[src/rtl/cache_pkg.sv]
package cache_pkg;

   // front-end word address, select bit included
   localparam int ADDR_W     = 12;
   localparam int DATA_W     = 32;
   localparam int NBYTES     = 4;

   // direct-mapped geometry: 16 lines of 4 words
   localparam int TAG_W      = 5;
   localparam int INDEX_W    = 4;
   localparam int OFFSET_W   = 2;
   localparam int LINE_W     = 128;
   localparam int MEM_ADDR_W = 11;

   localparam int CTRL_REG_W = 3;

   // counter registers share index order with the event pulses
   localparam logic [CTRL_REG_W-1:0] REG_READ_HIT   = 3'd0;
   localparam logic [CTRL_REG_W-1:0] REG_READ_MISS  = 3'd1;
   localparam logic [CTRL_REG_W-1:0] REG_WRITE_HIT  = 3'd2;
   localparam logic [CTRL_REG_W-1:0] REG_WRITE_MISS = 3'd3;
   localparam logic [CTRL_REG_W-1:0] REG_WRITE_IDLE = 3'd4;
   localparam logic [CTRL_REG_W-1:0] REG_CNT_CLEAR  = 3'd5;
   localparam logic [CTRL_REG_W-1:0] REG_INVALIDATE = 3'd6;

   // select bit clear: cache data, set: control registers
   typedef union packed {
      struct packed {
         logic                sel;
         logic [TAG_W-1:0]    tag;
         logic [INDEX_W-1:0]  index;
         logic [OFFSET_W-1:0] offset;
      } data;
      struct packed {
         logic                         sel;
         logic [ADDR_W-CTRL_REG_W-2:0] pad;
         logic [CTRL_REG_W-1:0]        reg_idx;
      } ctrl;
   } cache_addr_u;

endpackage

[src/rtl/cache_front_end.sv]
`timescale 1ns/1ps

module cache_front_end (
   input  logic                              clk,
   input  logic                              arst_n,
   input  logic                              req,
   input  cache_pkg::cache_addr_u            addr,
   input  logic [cache_pkg::DATA_W-1:0]      wdata,
   input  logic [cache_pkg::NBYTES-1:0]      wstrb,
   input  logic                              data_ack,
   input  logic [cache_pkg::DATA_W-1:0]      data_rdata,
   input  logic                              ctrl_ack,
   input  logic [cache_pkg::DATA_W-1:0]      ctrl_rdata,
   output logic                              ack,
   output logic [cache_pkg::DATA_W-1:0]      rdata,
   output logic                              data_req,
   output cache_pkg::cache_addr_u            data_addr,
   output logic                              ctrl_req,
   output logic [cache_pkg::CTRL_REG_W-1:0]  ctrl_reg,
   output logic [cache_pkg::DATA_W-1:0]      req_wdata,
   output logic [cache_pkg::NBYTES-1:0]      req_wstrb
);
   import cache_pkg::*;

   logic busy;

   // same stored word, read through the control view
   assign ctrl_reg = data_addr.ctrl.reg_idx;
   assign ack      = data_ack | ctrl_ack;
   assign rdata    = ctrl_ack ? ctrl_rdata : data_rdata;

   always_ff @(posedge clk or negedge arst_n) begin
      if (!arst_n) begin
         data_req <= 1'b0;
         ctrl_req <= 1'b0;
         busy     <= 1'b0;
      end else begin
         data_req <= req & ~addr.data.sel;
         ctrl_req <= req & addr.ctrl.sel;
         if (req)
            busy <= 1'b1;
         else if (ack)
            busy <= 1'b0;
      end
   end

   // request fields held until the next req
   always_ff @(posedge clk) begin
      if (req) begin
         data_addr <= addr;
         req_wdata <= wdata;
         req_wstrb <= wstrb;
      end
   end

   // only one access in flight, next req no earlier than after ack
   a_one_outstanding: assert property (@(posedge clk) disable iff (!arst_n)
      req |-> !busy);

endmodule

[src/rtl/cache_memory.sv]
`timescale 1ns/1ps

module cache_memory (
   input  logic                                             clk,
   input  logic                                             arst_n,
   input  logic                                             data_req,
   input  cache_pkg::cache_addr_u                           data_addr,
   input  logic [cache_pkg::DATA_W-1:0]                     req_wdata,
   input  logic [cache_pkg::NBYTES-1:0]                     req_wstrb,
   input  logic                                             invalidate,
   input  logic                                             fill_done,
   input  logic [cache_pkg::LINE_W-1:0]                     fill_line,
   input  logic                                             write_done,
   output logic                                             data_ack,
   output logic [cache_pkg::DATA_W-1:0]                     data_rdata,
   output logic                                             fill_req,
   output logic [cache_pkg::TAG_W+cache_pkg::INDEX_W-1:0]   fill_addr,
   output logic                                             write_req,
   output logic [cache_pkg::MEM_ADDR_W-1:0]                 write_addr,
   output logic [cache_pkg::DATA_W-1:0]                     write_wdata,
   output logic [cache_pkg::NBYTES-1:0]                     write_wstrb,
   output logic                                             read_hit,
   output logic                                             read_miss,
   output logic                                             write_hit,
   output logic                                             write_miss
);
   import cache_pkg::*;

   localparam int NLINES = 2**INDEX_W;

   localparam logic [1:0] S_IDLE  = 2'd0;
   localparam logic [1:0] S_FILL  = 2'd1;
   localparam logic [1:0] S_WRITE = 2'd2;

   logic [1:0]          state;
   logic [NLINES-1:0]   valid;
   logic [TAG_W-1:0]    tag_mem  [NLINES];
   logic [LINE_W-1:0]   line_mem [NLINES];
   logic [TAG_W-1:0]    tag;
   logic [INDEX_W-1:0]  idx;
   logic [OFFSET_W-1:0] off;
   logic                hit;
   logic                is_write;

   assign tag = data_addr.data.tag;
   assign idx = data_addr.data.index;
   assign off = data_addr.data.offset;

   assign hit      = valid[idx] && (tag_mem[idx] == tag);
   assign is_write = |req_wstrb;

   // event pulses, one per access
   assign read_hit   = data_req & ~is_write & hit;
   assign read_miss  = data_req & ~is_write & ~hit;
   assign write_hit  = data_req & is_write & hit;
   assign write_miss = data_req & is_write & ~hit;

   // back-end requests leave in the data_req cycle
   assign fill_req    = read_miss;
   assign fill_addr   = {tag, idx};
   assign write_req   = data_req & is_write;
   assign write_addr  = {tag, idx, off};
   assign write_wdata = req_wdata;
   assign write_wstrb = req_wstrb;

   always_ff @(posedge clk or negedge arst_n) begin
      if (!arst_n) begin
         state    <= S_IDLE;
         valid    <= '0;
         data_ack <= 1'b0;
      end else begin
         data_ack <= 1'b0;
         if (invalidate)
            valid <= '0;
         case (state)
            S_IDLE: begin
               if (read_hit)
                  data_ack <= 1'b1;
               else if (read_miss)
                  state <= S_FILL;
               else if (write_req)
                  state <= S_WRITE;
            end
            S_FILL: begin
               if (fill_done) begin
                  valid[idx] <= 1'b1;
                  data_ack   <= 1'b1;
                  state      <= S_IDLE;
               end
            end
            S_WRITE: begin
               // memory has the word, release the front end
               if (write_done) begin
                  data_ack <= 1'b1;
                  state    <= S_IDLE;
               end
            end
            default: state <= S_IDLE;
         endcase
      end
   end

   always_ff @(posedge clk) begin
      if (read_hit)
         data_rdata <= line_mem[idx][off*DATA_W +: DATA_W];
      if (state == S_FILL && fill_done) begin
         line_mem[idx] <= fill_line;
         tag_mem[idx]  <= tag;
         data_rdata    <= fill_line[off*DATA_W +: DATA_W];
      end
      // byte merge on a write hit
      if (write_hit) begin
         for (int b = 0; b < NBYTES; b++) begin
            if (req_wstrb[b])
               line_mem[idx][off*DATA_W + b*8 +: 8] <= req_wdata[b*8 +: 8];
         end
      end
   end

   a_fill_pending: assert property (@(posedge clk) disable iff (!arst_n)
      fill_done |-> state == S_FILL);
   a_write_pending: assert property (@(posedge clk) disable iff (!arst_n)
      write_done |-> state == S_WRITE);

endmodule

[src/rtl/cache_back_end.sv]
`timescale 1ns/1ps

module cache_back_end (
   input  logic                                             clk,
   input  logic                                             arst_n,
   input  logic                                             fill_req,
   input  logic [cache_pkg::TAG_W+cache_pkg::INDEX_W-1:0]   fill_addr,
   input  logic                                             write_req,
   input  logic [cache_pkg::MEM_ADDR_W-1:0]                 write_addr,
   input  logic [cache_pkg::DATA_W-1:0]                     write_wdata,
   input  logic [cache_pkg::NBYTES-1:0]                     write_wstrb,
   input  logic                                             mem_rvalid,
   input  logic [cache_pkg::DATA_W-1:0]                     mem_rdata,
   input  logic                                             mem_bvalid,
   output logic                                             fill_done,
   output logic [cache_pkg::LINE_W-1:0]                     fill_line,
   output logic                                             write_done,
   output logic                                             write_idle,
   output logic                                             mem_valid,
   output logic [cache_pkg::MEM_ADDR_W-1:0]                 mem_addr,
   output logic                                             mem_we,
   output logic [cache_pkg::DATA_W-1:0]                     mem_wdata,
   output logic [cache_pkg::NBYTES-1:0]                     mem_wstrb
);
   import cache_pkg::*;

   logic [OFFSET_W-1:0] issue_cnt;
   logic [OFFSET_W-1:0] ret_cnt;
   logic [OFFSET_W:0]   pend_cnt;
   logic                wr_pend;
   logic                rd_beat;

   assign rd_beat    = mem_valid & ~mem_we;
   assign write_idle = ~(write_req | wr_pend);

   always_ff @(posedge clk or negedge arst_n) begin
      if (!arst_n) begin
         mem_valid  <= 1'b0;
         mem_we     <= 1'b0;
         issue_cnt  <= '0;
         ret_cnt    <= '0;
         pend_cnt   <= '0;
         wr_pend    <= 1'b0;
         fill_done  <= 1'b0;
         write_done <= 1'b0;
      end else begin
         fill_done  <= mem_rvalid && (ret_cnt == '1);
         write_done <= mem_bvalid;
         if (mem_rvalid)
            ret_cnt <= ret_cnt + 1'b1;
         if (write_req) begin
            mem_valid <= 1'b1;
            mem_we    <= 1'b1;
         end else if (fill_req) begin
            mem_valid <= 1'b1;
            mem_we    <= 1'b0;
            issue_cnt <= '0;
         end else if (rd_beat) begin
            // 4 beats back to back, last one at offset 3
            issue_cnt <= issue_cnt + 1'b1;
            mem_valid <= (issue_cnt != '1);
         end else begin
            mem_valid <= 1'b0;
         end
         if (rd_beat && !mem_rvalid)
            pend_cnt <= pend_cnt + 1'b1;
         else if (!rd_beat && mem_rvalid)
            pend_cnt <= pend_cnt - 1'b1;
         if (write_req)
            wr_pend <= 1'b1;
         else if (write_done)
            wr_pend <= 1'b0;
      end
   end

   always_ff @(posedge clk) begin
      if (write_req) begin
         mem_addr  <= write_addr;
         mem_wdata <= write_wdata;
         mem_wstrb <= write_wstrb;
      end else if (fill_req) begin
         mem_addr <= {fill_addr, {OFFSET_W{1'b0}}};
      end else if (rd_beat) begin
         mem_addr <= mem_addr + 1'b1;
      end
      // returns arrive in beat order
      if (mem_rvalid)
         fill_line[ret_cnt*DATA_W +: DATA_W] <= mem_rdata;
   end

   a_rvalid_expected: assert property (@(posedge clk) disable iff (!arst_n)
      mem_rvalid |-> pend_cnt != '0);

endmodule

[src/rtl/cache_control.sv]
`timescale 1ns/1ps

module cache_control #(
   parameter int CNT_W = 16
) (
   input  logic                              clk,
   input  logic                              arst_n,
   input  logic                              ctrl_req,
   input  logic [cache_pkg::CTRL_REG_W-1:0]  ctrl_reg,
   input  logic [cache_pkg::NBYTES-1:0]      req_wstrb,
   input  logic                              read_hit,
   input  logic                              read_miss,
   input  logic                              write_hit,
   input  logic                              write_miss,
   input  logic                              write_idle,
   output logic                              ctrl_ack,
   output logic [cache_pkg::DATA_W-1:0]      ctrl_rdata,
   output logic                              invalidate
);
   import cache_pkg::*;

   logic [CNT_W-1:0] cnt [4];
   logic [3:0]       ev;
   logic             wr;
   logic             clr;

   // bit order matches REG_READ_HIT .. REG_WRITE_MISS
   assign ev  = {write_miss, write_hit, read_miss, read_hit};
   assign wr  = ctrl_req & (|req_wstrb);
   assign clr = wr && (ctrl_reg == REG_CNT_CLEAR);

   always_ff @(posedge clk or negedge arst_n) begin
      if (!arst_n) begin
         ctrl_ack   <= 1'b0;
         invalidate <= 1'b0;
         for (int i = 0; i < 4; i++)
            cnt[i] <= '0;
      end else begin
         ctrl_ack   <= ctrl_req;
         invalidate <= wr && (ctrl_reg == REG_INVALIDATE);
         for (int i = 0; i < 4; i++) begin
            // saturate at all ones
            if (clr)
               cnt[i] <= '0;
            else if (ev[i] && cnt[i] != '1)
               cnt[i] <= cnt[i] + 1'b1;
         end
      end
   end

   always_ff @(posedge clk) begin
      if (ctrl_req) begin
         case (ctrl_reg)
            REG_READ_HIT, REG_READ_MISS, REG_WRITE_HIT, REG_WRITE_MISS:
               ctrl_rdata <= DATA_W'(cnt[ctrl_reg[1:0]]);
            REG_WRITE_IDLE: ctrl_rdata <= DATA_W'(write_idle);
            default:        ctrl_rdata <= '0;
         endcase
      end
   end

endmodule

[src/rtl/cache_top.sv]
`timescale 1ns/1ps

module cache_top #(
   parameter int CNT_W = 16
) (
   input  logic                              clk,
   input  logic                              arst_n,
   input  logic                              req,
   input  cache_pkg::cache_addr_u            addr,
   input  logic [cache_pkg::DATA_W-1:0]      wdata,
   input  logic [cache_pkg::NBYTES-1:0]      wstrb,
   input  logic                              invalidate_in,
   input  logic                              write_idle_in,
   input  logic                              mem_rvalid,
   input  logic [cache_pkg::DATA_W-1:0]      mem_rdata,
   input  logic                              mem_bvalid,
   output logic                              ack,
   output logic [cache_pkg::DATA_W-1:0]      rdata,
   output logic                              invalidate_out,
   output logic                              write_idle_out,
   output logic                              mem_valid,
   output logic [cache_pkg::MEM_ADDR_W-1:0]  mem_addr,
   output logic                              mem_we,
   output logic [cache_pkg::DATA_W-1:0]      mem_wdata,
   output logic [cache_pkg::NBYTES-1:0]      mem_wstrb
);
   import cache_pkg::*;

   // front end to cache memory and control
   logic                      data_req;
   logic                      data_ack;
   cache_addr_u               data_addr;
   logic [DATA_W-1:0]         data_rdata;
   logic                      ctrl_req;
   logic                      ctrl_ack;
   logic [CTRL_REG_W-1:0]     ctrl_reg;
   logic [DATA_W-1:0]         ctrl_rdata;
   logic [DATA_W-1:0]         req_wdata;
   logic [NBYTES-1:0]         req_wstrb;

   // cache memory to back end
   logic                      fill_req;
   logic [TAG_W+INDEX_W-1:0]  fill_addr;
   logic                      fill_done;
   logic [LINE_W-1:0]         fill_line;
   logic                      write_req;
   logic [MEM_ADDR_W-1:0]     write_addr;
   logic [DATA_W-1:0]         write_wdata;
   logic [NBYTES-1:0]         write_wstrb;
   logic                      write_done;

   logic                      read_hit;
   logic                      read_miss;
   logic                      write_hit;
   logic                      write_miss;
   logic                      write_idle;
   logic                      ctrl_invalidate;

   // chain with neighbouring caches
   assign invalidate_out = ctrl_invalidate | invalidate_in;
   assign write_idle_out = write_idle & write_idle_in;

   cache_front_end front_end (.*);

   cache_memory memory (
      .*,
      .invalidate (invalidate_out)
   );

   cache_back_end back_end (.*);

   cache_control #(
      .CNT_W (CNT_W)
   ) control (
      .*,
      .invalidate (ctrl_invalidate)
   );

endmodule

[config.mk]
export PLATFORM = sky130hd
export DESIGN_NAME = cache_top
export DESIGN_NICKNAME = d
export VERILOG_FILES = /design/src/rtl/cache_pkg.sv /design/src/rtl/cache_front_end.sv /design/src/rtl/cache_memory.sv /design/src/rtl/cache_back_end.sv /design/src/rtl/cache_control.sv /design/src/rtl/cache_top.sv
export SDC_FILE = /design/constraint.sdc
export NUM_CORES = 2
export LEC_CHECK = 0
export ABC_CLOCK_PERIOD_IN_PS = 11000
export BUFFER_PORTS_ARGS = -buffer_cell sky130_fd_sc_hd__clkbuf_2
export CORE_MARGIN = 2
export CORE_UTILIZATION = 40
export DETAILED_ROUTE_END_ITERATION = 7
export HOLD_SLACK_MARGIN = 0.06
export MAX_ROUTING_LAYER = met4
export PLACE_DENSITY_LB_ADDON = 0.1
export REMOVE_ABC_BUFFERS = 1
export SETUP_SLACK_MARGIN = 0.02
export SYNTH_ARGS = -nofsm -noshare
export SYNTH_HDL_FRONTEND = slang
export SYNTH_SLANG_ARGS = --single-unit
[constraint.sdc]
create_clock -name clk -period 11 [get_ports clk]
set_clock_uncertainty 0.2 [all_clocks]
set_input_delay 1.1 -clock clk [delete_from_list [all_inputs] [get_ports clk]]
set_output_delay 1.1 -clock clk [all_outputs]
set_load 0.01 [all_outputs]
==> impl_metrics.toml <==
[run_status]
status = "finished, final reports clean"

[placement]
io_buffers = 170
gp_congestion = 0.8059
place_hpwl_mm = 186.8

[power_and_ir_drop]
p_leak_nw = 37.54
seqPwrFrac_pct = 49.3
p_int_w = 0.01724
switching_share_pct = 24.15
combPwrFrac_pct = 10.2
max-vdd-ir-drop_v = 0.0001658
p_switching_w = 0.005487
clkPwrFrac_pct = 40.6
power_density_nw_per_um2 = 196.9
total_power_w = 0.02272

[cells_and_area]
layout_common_cells = "edfxtp_1, mux4_2, nor2_1"
post-route-util_pct = 45.92
drive_gt1_share_pct = 27.88
syn_to_final_growth_pct = 14.08
nets = 5514
final_common_cell = "edfxtp_1"
fillCellCount = 21280

[floorplan]
fp.dieW_microns = 507.0
start_util_pct = 40.25
core_area_sq_um = 251400
die_h_microns = 507.0
rows = 184
die_area_sq_um = 257000
ioPinCount = 171

[worst_hold_path]
hold_path_depth = 1
hp-class = "in2reg"
min_to = "front_end.req_wdata[24]$_DFFE_PP_"
hp-start = "wdata[24]"

[timing]
slew_headroom_pct = 13.29
finalCriticalPeriod_ps = 5923
worstMarginPinSlew_ps = 1265
setup_viol = 0
setup-tns-final_ps = 0
hold_ws_ps = 144.1
max_freq_ghz = 0.1688
fin_crit_sh_pct = 53.85
rsz0062_at_grt = "no"
drv_slew = 0
hold_viol = 0

[critical_path]
start_kind = "flip-flop"
slowest_delay_ps = 990
crit_slowest_cell = "mux2i_1"
cp.required_ps = 11350
reg2regPathDepth = 10
r2r-end = "memory.line_mem[6][78]$_DFFE_PP_"
path_cells = "mux4_2 > mux2i_1 > a22oi_1 > xnor2_1 > nand3_1 > a211oi_4 > buf_4 > buf_4 > and3_1 > mux2i_1"
crit_type = "reg2reg"
crit_path_end_kind = "flip-flop"
r2r_slack_ps = 5080
critPathMaxFanout = 46
cp_num_buf_inv = 2
cpLargestDelayFamily = "multiplexers"
arrival_ps = 6270

[yosys]
synth_area_sq_um = 101200
yosysSeqAreaShare_pct = 73.62
synthCells = 5109
ys_ff_latch = 2498
synth_edf_count = 2398
synth-main-ff-cell = "edfxtp_1"
synth_cell_types = 61
syn_area_per_cell_sq_um = 19.81
synth-async-reset-ratio_pct = 3.843
yosysWarnings = 0

[drt]
drt_pre_antenna_iters = 5
wl_mm = 296.9
drt-initial-drc-count = 5857
viasPerCell = 5.736
drc = 0
vias = 51490
drt.antenna.violating_nets = 0
wl_per_cell_microns = 33.07

[clock_tree]
cts-root-buf = "clkbuf_16"
htree_levels = 5
post_cts_buffers = 0
cts_tree = "built"
cts_sinks = 2498
clock_latency_ps = 910
clk_path_buf_depth = 4
clk_pin_slew_ps = 60
numCtsBuffers = 293
cts.repair.resized = 0
holdBufCountCts = 2

[grt]
grt_max_degree = 119
grt_first_pass_wirelength_mm = 414.9
grt_usage_pct = 23.74
gr-total-overflow = 0
grt_pass1_vias = 51880
antenna_found_initial = 40

[flow_run]
maxCapViolCount = 0
-- sequential cells by signal (all words and copies together), names as in the netlist, 16 cells and up, named ones only --
| register | cells |
|---|---|
| memory.line_mem | 2048 |
| back_end.fill_line | 128 |
| memory.tag_mem | 80 |
| control.cnt | 64 |
| back_end.mem_wdata | 32 |
| front_end.req_wdata | 32 |
| memory.data_rdata | 32 |
| control.ctrl_rdata | 16 |
| memory.valid | 16 |
-- synth_stat cells (all sizes together), types with 5 or more instances --
| library cell | n | share of area, % |
|---|---|---|
| nand4 | 24 | 0.15 |
| inv | 117 | 0.43 |
| o22ai | 8 | 0.049 |
| o41ai | 6 | 0.052 |
| and4 | 7 | 0.061 |
| ha | 17 | 0.21 |
| and2 | 144 | 0.89 |
| or4 | 28 | 0.21 |
| o21ai | 38 | 0.19 |
| nor2b | 38 | 0.23 |
| o31a | 5 | 0.043 |
| and3 | 56 | 0.35 |
| xnor2 | 10 | 0.087 |
| a31oi | 18 | 0.11 |
| a21oi | 70 | 0.35 |
| nand2b | 14 | 0.087 |
| edfxtp | 2398 | 71 |
| clkbuf | 185 | 0.69 |
| dfrtp | 96 | 2.4 |
| buf | 128 | 0.60 |
| o21a | 5 | 0.037 |
| mux2i | 164 | 1.6 |
| a211oi | 14 | 0.11 |
| nor3 | 8 | 0.040 |
| mux2 | 63 | 0.76 |
| o31ai | 27 | 0.20 |
| nand2 | 280 | 1.0 |
| or3 | 9 | 0.056 |
| a21o | 18 | 0.13 |
| nand3 | 55 | 0.40 |
| nor4 | 5 | 0.031 |
| xor2 | 8 | 0.069 |
| nor2 | 306 | 1.1 |
| mux4 | 706 | 16 |
-- per-layer routing --
layer | global-route usage (%) | wire length, microns | up-vias
li1 | - | - | 21290
met1 | 33.69 | 129300 | 27790
met2 | 35.67 | 138100 | 1896
met3 | 3.849 | 20240 | 511
met4 | 6.633 | 9250 | 0
met5 | - | 0 | -
-- how the worst max path moves through the flow --
stage | end | depth (start not counted)
after floorplan | memory.line_mem[0][104]$_DFFE_PP_ | 6
after global placement | memory.line_mem[8][15]$_DFFE_PP_ | 10
after detailed placement | memory.line_mem[12][78]$_DFFE_PP_ | 10
after CTS | memory.line_mem[4][8]$_DFFE_PP_ | 10
after global routing | memory.line_mem[4][78]$_DFFE_PP_ | 10
final | memory.line_mem[6][78]$_DFFE_PP_ | 10
-- final cells by class --
type | instances | area (sq um) | area share, %
Sequential cell | 2498 | 74510 | 64.55
Multi-Input combinational cell | 2181 | 25230 | 21.86
Clock buffer | 366 | 7741 | 6.706
Tap cell | 3348 | 4189 | 3.629
Timing Repair Buffer | 319 | 2071 | 1.794
Clock inverter | 129 | 1196 | 1.036
Inverter | 117 | 451.7 | 0.3913
Antenna cell | 18 | 45.04 | 0.03902
-- stage by stage --
stage | cells | cell area, sq um | setup WS (ps)
after detailed placement | 8457 | 106300 | 5041
final | 8976 | 115400 | 5077
after CTS | 8954 | 115300 | 5005
after floorplan | 4796 | 99880 | -16300
after global routing | 8974 | 115400 | 4741
after global placement | 8456 | 106300 | 5139
-- power groups by stage --
stage	registers (W)	logic [W]	clock network, W
2_1_floorplan	0.0114	0.00176	0
3_3_place_gp	0.0114	0.00230	0
3_5_place_dp	0.0114	0.00233	0
4_1_cts	0.0112	0.00233	0.00940
5_1_grt	0.0112	0.00247	0.00975
6_report	0.0112	0.00231	0.00922
-- logic make-up (layout without fill, tap and decap cells) --
kind of cell / count (synthesis) / after routing / share of synthesized area, %
AO/OA/AOI/OAI: 225 / 225 / 1.412
XOR/XNOR: 18 / 18 / 0.1558
adder cells (fa/ha/maj): 17 / 17 / 0.2102
buffers and inverters: 430 / 931 / 1.725
flip-flops: 2498 / 2498 / 73.62
multiplexers: 933 / 933 / 18.10
other: 0 / 18 / 0
AND/OR/NAND/NOR: 988 / 988 / 4.783
Note: power is estimated with default switching activity, not from simulation.
